--- src/source/renderer_pkg.sv ---
/* Shared widths, register and scan structs, and the render state enum
   for the tile-layer scanline renderer */
`default_nettype none

package renderer_pkg;

  // Register file fields
  localparam int REG_DATA_WIDTH = 16;

  // Tilemap word and address, address is {layer, map row, map column}
  localparam int MAP_ADDR_WIDTH = 11;
  localparam int MAP_DATA_WIDTH = 16;
  localparam int TILE_FLIP_X_BIT = 15;
  localparam int TILE_FLIP_Y_BIT = 14;
  localparam int TILE_FLIP_XY_BIT = 13;

  // Tiles are 16 by 16 texels
  localparam int TILE_SIZE_LOG2 = 4;

  // VRAM holds two 8-bit texels per word, even texel in the low byte
  localparam int VRAM_ADDR_WIDTH = 16;
  localparam int VRAM_DATA_WIDTH = 16;
  localparam int TEXEL_WIDTH = 8;

  // Palette address is {bank, texel}, data is {blue, green, red}
  localparam int PAL_INDEX_WIDTH = 2;
  localparam int PAL_ADDR_WIDTH = 10;
  localparam int PAL_DATA_WIDTH = 24;
  localparam int RGB_WIDTH = 18;

  // Image coordinate widths, enough for up to 512 by 256 images
  localparam int IMAGE_X_WIDTH = 9;
  localparam int IMAGE_Y_WIDTH = 8;

  // Cycles from render_x to the line buffer write
  localparam int RENDER_DELAY = 4;

  typedef struct packed {
    logic enabled;
    logic flip_enable;
    logic nop_enable;
    logic transp_enable;
    logic [PAL_INDEX_WIDTH-1:0] palette;
    logic [REG_DATA_WIDTH-1:0] nop_value;
    logic [REG_DATA_WIDTH-1:0] color_key;
    logic [REG_DATA_WIDTH-1:0] data_offset;
    logic [REG_DATA_WIDTH-1:0] offset_x;
    logic [REG_DATA_WIDTH-1:0] offset_y;
  } tile_layer_regs_t;

  typedef struct packed {
    logic [REG_DATA_WIDTH-1:0] scroll_x;
    logic [REG_DATA_WIDTH-1:0] scroll_y;
  } scroll_regs_t;

  typedef struct packed {
    logic visible;
    logic [IMAGE_X_WIDTH-1:0] image_x;
    logic row_odd;
    logic col_odd;
    logic buf_half;
  } scan_pos_t;

  typedef enum logic [1:0] {
    idle,
    decide,
    draw_layer
  } render_state_t;

endpackage

`default_nettype wire

--- src/source/tile_fetch.sv ---
/* Tile fetch pipeline from render_x through tilemap, VRAM and palette
   to the line buffer write */
`timescale 1ns/1ps
`default_nettype none

module tile_fetch #(
  parameter int IMAGE_WIDTH = 320,
  parameter int NUM_LAYERS = 2
) (
  input  logic clk,
  input  logic reset,
  input  logic draw,
  input  logic layer,
  input  logic [renderer_pkg::IMAGE_X_WIDTH-1:0] render_x,
  input  logic [renderer_pkg::IMAGE_Y_WIDTH-1:0] render_row,
  input  logic render_half,
  input  renderer_pkg::tile_layer_regs_t [NUM_LAYERS-1:0] layer_regs,
  input  renderer_pkg::scroll_regs_t scroll,
  output logic [renderer_pkg::MAP_ADDR_WIDTH-1:0] map_addr,
  input  logic [renderer_pkg::MAP_DATA_WIDTH-1:0] map_data,
  output logic [renderer_pkg::VRAM_ADDR_WIDTH-1:0] vram_addr,
  input  logic [renderer_pkg::VRAM_DATA_WIDTH-1:0] vram_data,
  output logic [renderer_pkg::PAL_ADDR_WIDTH-1:0] pal_addr,
  input  logic [renderer_pkg::PAL_DATA_WIDTH-1:0] pal_data,
  output logic wr_en,
  output logic [$clog2(2 * IMAGE_WIDTH)-1:0] wr_addr,
  output logic [renderer_pkg::PAL_DATA_WIDTH-1:0] wr_data
);
  import renderer_pkg::*;

  localparam int LB_ADDR_WIDTH = $clog2(2 * IMAGE_WIDTH);
  localparam int MAP_COORD_WIDTH = (MAP_ADDR_WIDTH - 1) / 2;
  localparam int TILE_WORD_WIDTH = MAP_DATA_WIDTH + 2 * TILE_SIZE_LOG2 - 1;

  logic [REG_DATA_WIDTH-1:0] world_x;
  logic [REG_DATA_WIDTH-1:0] world_y;
  logic [LB_ADDR_WIDTH-1:0] line_addr;
  logic [RENDER_DELAY-1:0] valid_pipe;
  logic [LB_ADDR_WIDTH-1:0] addr_pipe [RENDER_DELAY];
  tile_layer_regs_t s1_regs;
  tile_layer_regs_t s2_regs;
  logic [TILE_SIZE_LOG2-1:0] s1_tx;
  logic [TILE_SIZE_LOG2-1:0] s1_ty;
  logic flip_x;
  logic flip_y;
  logic flip_xy;
  logic [MAP_DATA_WIDTH-1:0] tile_value;
  logic [TILE_SIZE_LOG2-1:0] tex_x;
  logic [TILE_SIZE_LOG2-1:0] tex_y;
  logic [TILE_WORD_WIDTH-1:0] tile_word;
  logic s2_byte_sel;
  logic s2_nop;
  logic [TEXEL_WIDTH-1:0] texel;
  logic s3_keep;
  logic wr_keep;

  // Cycle 0
  // World position is image position plus scroll minus layer offset
  assign world_x = REG_DATA_WIDTH'(render_x) + scroll.scroll_x - layer_regs[layer].offset_x;
  assign world_y = REG_DATA_WIDTH'(render_row) + scroll.scroll_y - layer_regs[layer].offset_y;
  assign map_addr = {layer, world_y[TILE_SIZE_LOG2 +: MAP_COORD_WIDTH],
                     world_x[TILE_SIZE_LOG2 +: MAP_COORD_WIDTH]};
  assign line_addr = LB_ADDR_WIDTH'(render_x) +
                     (render_half ? LB_ADDR_WIDTH'(IMAGE_WIDTH) : '0);

  // Valid and write address ride alongside the data stages
  always_ff @(posedge clk or posedge reset) begin
    if (reset) begin
      valid_pipe <= '0;
    end else begin
      valid_pipe <= {valid_pipe[RENDER_DELAY-2:0], draw};
    end
  end

  always_ff @(posedge clk) begin
    addr_pipe[0] <= line_addr;
    for (int i = 1; i < RENDER_DELAY; i++) begin
      addr_pipe[i] <= addr_pipe[i-1];
    end
  end

  // Cycle 1 takes the map word
  // Flip bits count only with flip_enable
  always_comb begin
    flip_x = s1_regs.flip_enable & map_data[TILE_FLIP_X_BIT];
    flip_y = s1_regs.flip_enable & map_data[TILE_FLIP_Y_BIT];
    flip_xy = s1_regs.flip_enable & map_data[TILE_FLIP_XY_BIT];
    tile_value = map_data;
    if (s1_regs.flip_enable) begin
      tile_value[TILE_FLIP_X_BIT] = 1'b0;
      tile_value[TILE_FLIP_Y_BIT] = 1'b0;
      tile_value[TILE_FLIP_XY_BIT] = 1'b0;
    end
    // Diagonal swap first and then mirror each axis
    tex_x = flip_xy ? s1_ty : s1_tx;
    tex_y = flip_xy ? s1_tx : s1_ty;
    if (flip_x) begin
      tex_x = ~tex_x;
    end
    if (flip_y) begin
      tex_y = ~tex_y;
    end
    tile_word = {tile_value, tex_y, tex_x[TILE_SIZE_LOG2-1:1]};
  end

  // Cycle 2 picks the texel byte and prepends the palette bank
  assign texel = s2_byte_sel ? vram_data[2*TEXEL_WIDTH-1 -: TEXEL_WIDTH]
                             : vram_data[TEXEL_WIDTH-1:0];
  assign pal_addr = {s2_regs.palette, texel};

  always_ff @(posedge clk) begin
    s1_regs <= layer_regs[layer];
    s1_tx <= world_x[TILE_SIZE_LOG2-1:0];
    s1_ty <= world_y[TILE_SIZE_LOG2-1:0];
    // Data offset counts bytes but VRAM is word addressed
    vram_addr <= tile_word[VRAM_ADDR_WIDTH-1:0] +
                 {1'b0, s1_regs.data_offset[REG_DATA_WIDTH-1:1]};
    s2_regs <= s1_regs;
    s2_byte_sel <= tex_x[0];
    s2_nop <= s1_regs.nop_enable && (map_data == s1_regs.nop_value);
    s3_keep <= !s2_nop &&
               !(s2_regs.transp_enable && (REG_DATA_WIDTH'(texel) == s2_regs.color_key));
    // Cycle 3 brings the palette color
    wr_keep <= s3_keep;
    wr_data <= pal_data;
  end

  // Cycle 4 writes unless nop tile or color key
  assign wr_en = valid_pipe[RENDER_DELAY-1] & wr_keep;
  assign wr_addr = addr_pipe[RENDER_DELAY-1];

endmodule

`default_nettype wire

--- config.mk ---
export PLATFORM = sky130hd
export DESIGN_NAME = tile_fetch
export DESIGN_NICKNAME = d
export VERILOG_FILES = /design/src/source/renderer_pkg.sv /design/src/source/tile_fetch.sv
export SDC_FILE = /design/constraint.sdc
export NUM_CORES = 1
export LEC_CHECK = 0
export BUFFER_PORTS_ARGS = -buffer_cell sky130_fd_sc_hd__buf_2
export CAP_MARGIN = 10
export CORE_AREA = 2 2 154 156
export DETAILED_ROUTE_END_ITERATION = 8
export DIE_AREA = 0 0 156 158
export PLACE_DENSITY_LB_ADDON = 0.15
export SLEW_MARGIN = 40
export SYNTH_ARGS = -nofsm -noshare
export SYNTH_HDL_FRONTEND = slang
export SYNTH_SLANG_ARGS = --single-unit
--- constraint.sdc ---
create_clock -name clk -period 11.5 [get_ports clk]
set_input_delay 1.15 -clock clk [delete_from_list [all_inputs] [get_ports clk]]
set_output_delay 1.15 -clock clk [all_outputs]
set_load 0.01 [all_outputs]
# After elaboration in Yosys (flattened, before gate mapping)
# Memory sizes are Yosys's and may differ from the RTL's.
# Index checks and enable logic that the tools add are counted.
[word_totals]
regBits = 128
ramBits = 40
input_bits = 282
output_inout_bits = 72
wordCells = 48
memories = 1
[op_classes]
addsub = 6
n_lt_le_gt_ge = 1
n_eq_ne = 2
n_mux = 8
bitwise = 6
n_reduce_logical = 5
[memory_table]
columns = ["memory", "words", "width", "read_ports", "rd_clocked_by_memory_dff", "write_ports", "line", "rtl"]
rows = [
  ["addr_pipe", 4, 10, 4, 0, 4, "tile_fetch.sv:39", "logic [LB_ADDR_WIDTH-1:0] addr_pipe [RENDER_DELAY];"],
]
[op_table]
columns = ["op", "n"]
rows = [
  ["85-bit 2-to-1 mux", 2],
  ["9-bit subtractor", 2],
  ["16-bit by 15-bit adder with 16-bit output", 1],
  ["16-bit == test", 1],
  ["8-bit by 16-bit == test with 1-bit output", 1],
  ["4-bit 2-to-1 mux", 4],
  ["9-bit by 9-bit adder with 10-bit output", 1],
  ["8-bit by 9-bit adder with 9-bit output", 1],
  ["9-bit adder", 1],
  ["9-bit 2-to-1 mux", 1],
  ["8-bit 2-to-1 mux", 1],
  ["4-bit NOT", 2],
  ["1-bit AND", 4],
  ["1-bit logical AND", 3],
  ["1-bit zero test", 2],
  ["1-bit by 2-bit < comparator with 1-bit output, second input constant", 1],
]

# Depth between registers and ports, before layout
# Gate-level depths: netlist of the first run.
[logic_depth]
ltp_word = 5
mapped_depth = 16
depth_no_buf = 12

# Least setup slack after synthesis of the first run
# Ideal clock, no wire load.
[synth_timing]
path_type = "input -> output"
start = "input port layer"
end = "output port map_addr[9] in the netlist's numbering"
t_arrival_ns = 4.412
slack_ns = 5.938
path_stages = 14
cell_sequence = "buf_2 > buf_2 > buf_1 > mux2_2 > fa_1 > inv_1 > fa_1 > a21o_1 > a21oi_1 > o21ai_1 > or4_1 > o21ai_1 > xnor2_1 > buf_4"
[synth_via]
elab_chain_len = 3
[synth_lines]
columns = ["item", "line", "rtl"]
rows = [
  ["start, declared", "tile_fetch.sv:13", "input logic layer,"],
  ["85-bit 2-to-1 mux (2 in series)", "--", ""],
  ["9-bit subtractor", "tile_fetch.sv:60", "assign world_y = REG_DATA_WIDTH'(render_row) + scroll.scroll_y - layer_regs[layer].offset_y;"],
  ["end, declared", "tile_fetch.sv:19", "output logic [renderer_pkg::MAP_ADDR_WIDTH-1:0] map_addr,"],
]
# Every way passes these cells. The select of a mux whose other input is x is not followed.

# Worst setup path in the final report of the first run
# Same ends and word-level chain as after synthesis.

==> flow_summary.yaml, run 1 <==
timing:
  rsz0062_at_grt: "no"
  hold_violations: 0
  worst_slew_pin_slew_ns: 0.653
  setup_viol: 0
  period_share: 0.491
  final-max-slew-violation-count: 0
  tns_ns: 0
  clock.fmax_mhz: 177
  relSlewSlack: 0.565
  min_period_ns: 5.65
  fin_skew_ns: 0.0112
place:
  hpwl_um: 12900
  dpl_cell_area_sq_um: 8580
  numPortBuffers: 307
  dpl.cell_count: 1173
  finalWeightedCongestion: 0.735
setup_path:
  crit_type: "in -> out"
  path_cells: "buf_6 -> mux2_2 -> fa_1 -> inv_1 -> fa_1 -> a21o_1 -> a21oi_1 -> o21ai_1 -> or4_1 -> o21ai_1 -> xnor2_1 -> buf_2"
  critical-path-top-delay-family: "adder cells"
  cp-end-kind: "output pin"
  timing.critical_path.required_ns: 10.35
  r2r-start: "s1_regs[84]"
  crit_fanout: 71
  start_kind: "input port"
  slowest_stage: "buf_6"
  cp_slowest_stage_delay_ns: 0.50
  cp_num_buf_inv: 3
  worstSetupStartpoint: "layer"
  worstPathArrival_ns: 4.50
global_route:
  grt_pass1_vias: 4836
  grt_max_degree: 72
  overflow: 0
  grtUsageMet2: 0.214
  busiest_layer: "met2"
  grt_pass1_wl_um: 24000
  antenna_found_initial: 2
  gr-usage-all-layers: 0.127
  grtUsageMet3: 0.0463
  met1_usage: 0.150
clock_network:
  hold_buffers: 0
  path_clk_slew_ns: 0.08
  cts_root_buffer: "clkbuf_16"
  cts_resized: 0
  cts_tree: "yes"
  cts_buffers: 17
  clockBufferDepth: 2
  h-tree-depth: 4
  clk_latency_ns: 0.42
  cts_setup_buffers: 0
  clkSinkCount: 167
hold_path:
  min-delay-path-class: "reg -> reg"
  hp-start: "s1_regs[81]"
route:
  first_iter_violations: 121
  wl_um: 15800
  vias: 4951
  ant_nets: 0
  viasPerCell: 4.11
  avgRoutedWirePerCell_um: 13.1
  drc: 0
  dr.pass1.iters: 4
yosys:
  synth-seq-cells: 167
  ys_warn_count: 0
  synth_cells: 604
  seq_area_frac_synth: 0.492
  synth_edf_count: 0
  synthFlopType: "dfxtp_1"
  synth_nets: 940
  yosysUniqueCellTypes: 50
  synthArstFlopShare: 0.0240
  synth.cell_area_sq_um: 6840
  avgSynthCellArea_sq_um: 11.3
floorplan:
  rows: 56
  die_w_um: 156
  core_sq_um: 23100
  die_area_sq_um: 24600
  start_util: 0.297
  io_pins: 354
  fp.dieH_um: 158
outcome:
  status: "completed"
pwr:
  vdd_drop_max_mv: 0.0940
  power_density_nw_per_um2: 181
  leakage_nw: 4.49
cells_and_area:
  fin_nets: 1238
  n_fill_cell: 2351
  n_antenna_cell: 0
  drive_gt1_frac: 0.462
  fin_area_sq_um: 9170
  area_delta_synth_final_pct: 34.2
  fin_cells: 1205
run:
  max_cap_viol_count: 0
-- cell type report --
class,count,area [sq um],area share
Inverter,70,263,0.0286
Tap cell,290,363,0.0396
Multi-Input combinational cell,339,3050,0.332
Clock inverter,14,156,0.0171
Timing Repair Buffer,307,1540,0.168
Clock buffer,18,439,0.0479
Sequential cell,167,3360,0.367
-- cell usage after synthesis, types with 2 or more instances --
library cell,number,area share
o21ai_0,9,0.0066
nand2b_1,3,0.0027
nand4_1,7,0.0064
inv_1,70,0.038
or4_1,4,0.0044
dfrtp_1,4,0.015
ha_1,37,0.068
nor2b_1,4,0.0037
o21a_1,2,0.0022
buf_4,13,0.014
xor2_1,18,0.023
a21oi_1,19,0.014
dfxtp_1,163,0.48
o311ai_1,2,0.0026
fa_1,17,0.050
nand3_1,5,0.0037
or2_2,2,0.0018
mux2_2,75,0.12
a22o_1,3,0.0038
a21oi_2,2,0.0026
nand2_1,25,0.014
o21ai_1,9,0.0066
buf_1,5,0.0027
nor3_1,3,0.0022
buf_2,3,0.0022
o31ai_1,2,0.0022
xnor2_1,42,0.054
mux2i_1,3,0.0044
nor4_1,3,0.0027
nor2_1,19,0.010
a21o_1,7,0.0077
clkbuf_1,6,0.0033
-- cell families after synthesis --
group	count (synthesis)	synth area share
flops	167	0.492
buf+inv	98	0.0626
simple gates	81	0.0591
mux	79	0.130
compound gates	65	0.0624
fa+ha+maj	54	0.117
xor+xnor	60	0.0769
-- path summary, 6_finish.rpt --
check,endpoint,slack [ns],depth (start not counted)
worst max-delay path,map_addr[9],5.85,12
worst min register to register,pal_addr[9],0.32,0
worst max register to register,vram_addr[14],8.37,11
worst min-delay path,pal_addr[9],0.32,0
max in group asynchronous,valid_pipe[1],10.76,2
min in group asynchronous,valid_pipe[3],0.60,2
-- flip-flops by register name, summed over array words and instances, names as in the netlist, 4 cells and up --
| name | count |
|---|---|
| addr_pipe | 40 |
| s2_regs | 17 |
| s1_tx | 4 |
| s1_ty | 4 |
| valid_pipe | 4 |
| vram_addr | 16 |
| s1_regs | 52 |
| wr_data | 24 |
-- cell usage in the layout (no fill, tap or decap), types with 2 or more instances in the layout --
cell	Yosys	layout
buf_2	3	306
dfxtp_1	163	163
mux2_2	75	75
inv_1	70	70
xnor2_1	42	42
ha_1	37	37
nand2_1	25	25
a21oi_1	19	19
nor2_1	19	19
xor2_1	18	18
fa_1	17	17
clkbuf_16	0	17
o21ai_0	9	9
o21ai_1	9	9
a21o_1	7	7
nand4_1	7	7
nand3_1	5	5
inv_8	0	5
nor2b_1	4	4
or4_1	4	4
dfrtp_1	4	4
mux2i_1	3	3
nand2b_1	3	3
a22o_1	3	3
nor3_1	3	3
nor4_1	3	3
clkinv_8	0	3
inv_6	0	3
o21a_1	2	2
or2_2	2	2
a21oi_2	2	2
o31ai_1	2	2
o311ai_1	2	2
clkinv_4	0	2
-- where the power goes --
group	leakage, nW	internal, mW	total, mW	switching (mW)
combinational	2.78	0.207	0.419	0.211
sequential	1.42	0.651	0.681	0.0300
clock	0.290	0.298	0.558	0.260
-- worst register-to-register path, cell delays in order, from the launching register on --
cell       delay [ns]
dfxtp_1          0.57
o21ai_0          0.29
a21oi_1          0.20
nand2_1          0.07
ha_1             0.21
fa_1             0.43
a21oi_2          0.20
o221a_4          0.24
o2bb2ai_2        0.07
or4_1            0.42
a31oi_1          0.22
xnor2_1          0.13
-- routing by layer --
| metal | share of wire | vias to the layer above |
|---|---|---|
| met2 | 0.47 | 193 |
| li1 | - | 2581 |
| met3 | 0.086 | 15 |
| met4 | 0.012 | 4 |
| met5 | 0.0016 | - |
| met1 | 0.43 | 2158 |
-- stage by stage --
step	utilization	power, mW	setup slack (ns)	hold slack (ns)
after CTS	0.398	1.69	5.80	0.326
after global placement	0.372	1.12	5.63	0.310
after floorplan	-	0.990	5.94	0.310
after global routing	0.398	1.77	5.59	0.332
after detailed placement	0.372	1.12	5.82	0.312
final	0.398	1.66	5.85	0.321
(Power assumes the default switching activity.)
==> run 2: changes to the inputs <==
Settings changed: ABC_AREA set to 1, CORE_AREA 2 2 154 156 to 2 2 158 160, DIE_AREA 0 0 156 158 to 0 0 160 162.
Clock period 11.5 ns to 4.8 ns, I/O delays scaled along.
==> run 2 against run 1 <==
Compared with the run above:
- worst setup slack worse by 4.6 ns
- wire length increased by 7.1%
- sequential power up 140%
- clock-buffer cell count is 1 lower
- largest power group unchanged
- flip-flop and latch count did not move
- global-route usage up 0.51 points
- clock skew barely moved
- total power increased by 150%
- worst hold slack worse by 0.17 ns
- first-iteration DRC count rose by 49%
- via count increased by 12%
- combinational power grew to 2.6 times the previous value
==> flow_summary.yaml, run 2 <==
setup_path:
  r2r_cells: 13
  crit_type: "in -> out"
  r2r-end: "vram_addr[14]"
  reg2reg_slack_ns: 2.51
  start_kind: "input port"
  r2r-start: "s1_regs[84]"
  timing.critical_path.required_ns: 4.32
  cp-end-kind: "output pin"
  crit_fanout: 45
  worstPathArrival_ns: 3.04
global_route:
  grt_pass1_vias: 5482
  gr-usage-all-layers: 0.132
  antenna_found_initial: 0
  grt_pass1_wl_um: 26900
  overflow: 0
  grt_max_degree: 46
yosys:
  synthArstFlopShare: 0.0240
  synth_top_area_frac: 0.457
  synth.cells.most_frequent: "dfxtp_1, nand2_1, inv_1"
  synth_cells: 754
  synth_nets: 1090
  yosysUniqueCellTypes: 32
  avgSynthCellArea_sq_um: 9.48
  yosys-top-cells-area: "dfxtp_1, mux2_2, nand2_1, inv_1, ha_1"
  yosys.area.top_type: "dfxtp_1"
  synth.cell_area_sq_um: 7140
  seq_area_frac_synth: 0.471
  ys_warn_count: 0
  synth-seq-cells: 167
  synth_edf_count: 0
  yosysMostFrequentCell: "dfxtp_1"
  synthFlopType: "dfxtp_1"
route:
  avgRoutedWirePerCell_um: 12.1
  viasPerCell: 3.98
  dr.pass1.iters: 4
  drc: 0
  ant_nets: 0
  vias: 5557
  first_iter_violations: 180
  wl_um: 16900
cells_and_area:
  largest_reg_flops: 52
  n_antenna_cell: 0
  drive_gt1_frac: 0.390
  area_delta_synth_final_pct: 34.0
  layout_commonest_cell: "buf_2"
  fin_nets: 1395
  top_regs: "s1_regs (52), addr_pipe (40), wr_data (24)"
  final_cell_mix: "buf_2, dfxtp_1, nand2_1"
  largest_register: "s1_regs"
clock_network:
  clockBufferDepth: 2
  clk_latency_ns: 0.42
  cts_buffers: 17
  clkSinkCount: 167
  path_clk_slew_ns: 0.08
  hold_buffers: 1
  cts_tree: "yes"
  cts_resized: 0
  h-tree-depth: 4
  cts_setup_buffers: 0
  cts_root_buffer: "clkbuf_16"
timing:
  worst_slew_pin_slew_ns: 0.574
  final-max-slew-violation-count: 0
  setup_viol: 0
  clock.fmax_mhz: 284
  rsz0062_at_grt: "no"
  hold_violations: 0
  period_share: 0.734
  tns_ns: 0
  min_period_ns: 3.52
  fin_ws_ns: 1.28
  relSlewSlack: 0.617
  fin_skew_ns: 0.0114
pwr:
  vdd_drop_max_mv: 0.180
  leakage_nw: 5.09
  power_density_nw_per_um2: 427
floorplan:
  core_sq_um: 24100
  start_util: 0.296
  rows: 57
  die_w_um: 160
  io_pins: 354
  die_area_sq_um: 25900
  fp.dieH_um: 162
hold_path:
  hp-start: "pal_data[13]"
  min_to: "wr_data[13]"
  hold_depth: 1
  min-delay-path-class: "in -> reg"
place:
  numPortBuffers: 307
  finalWeightedCongestion: 0.735
  dp_slack_ns: 1.23
  hpwl_um: 14000
run:
  max_cap_viol_count: 0
outcome:
  status: "completed"
-- run 2: changes by cell type after synthesis, sizes merged, moves of 6 or more --
cell,change
xnor2,-31
inv,+58
clkbuf,-6
nand3,+29
mux2,-8
nand2,+125
xor2,+9
-- run 2: cell type report --
cell class,instances,area [sq um]
fill,2534,14500
sequential,167,3360
multi-input combinational,436,3130
timing repair buffer,309,1560
inverter,128,480
clock buffer,17,425
tap,324,405
clock inverter,15,211
-- run 2: how the worst max path moves through the flow --
stage / end / cells after the start / slack [ns] / start
5_1_grt: map_addr[2] / 12 / 1.07 / layer
6_report: map_addr[2] / 9 / 1.28 / layer
4_1_cts: map_addr[2] / 9 / 1.23 / layer
2_1_floorplan: map_addr[2] / 11 / 1.52 / layer
3_5_place_dp: map_addr[2] / 9 / 1.23 / layer
3_3_place_gp: map_addr[7] / 10 / 1.24 / layer
-- run 2: kinds of logic after synthesis --
group	share of synthesized area
AND/OR/NAND/NOR	0.128
flip-flops	0.471
adder cells (fa/ha/maj)	0.112
AO/OA/AOI/OAI	0.0445
multiplexers	0.107
buffers and inverters	0.0905
XOR/XNOR	0.0466
-- run 2: power by group --
group	switching (mW)	total [mW]	internal (mW)	leakage [nW]
registers	0.0545	1.61	1.56	1.42
logic	0.604	1.07	0.465	3.36
clock network	0.686	1.41	0.729	0.306
-- run 2: worst max-delay path: stages --
cell     delay, ns
buf_4         0.45
mux2_2        0.42
fa_1          0.49
fa_1          0.49
o21ai_2       0.21
nand3_1       0.10
nand2_1       0.08
xor2_1        0.13
buf_2         0.15
-- run 2: through the flow --
step	instances	utilization	area, sq um	power (mW)	hold WS, ns
6_report	1396	0.397	9580	4.09	0.147
5_1_grt	1396	0.397	9580	4.39	0.113
2_1_floorplan	754	-	7140	2.39	0.246
4_1_cts	1396	0.397	9580	4.18	0.115
3_3_place_gp	1363	0.370	8930	2.73	0.310
3_5_place_dp	1363	0.370	8930	2.73	0.312
-- run 2: layer usage --
layer | track usage | routed length (um) | up-vias
met1 | 0.160 | 7440 | 2381
li1 | - | - | 2982
met2 | 0.224 | 8080 | 173
met3 | 0.0365 | 1060 | 21
met4 | 0.0528 | 348 | 0
met5 | 0 | 0 | -
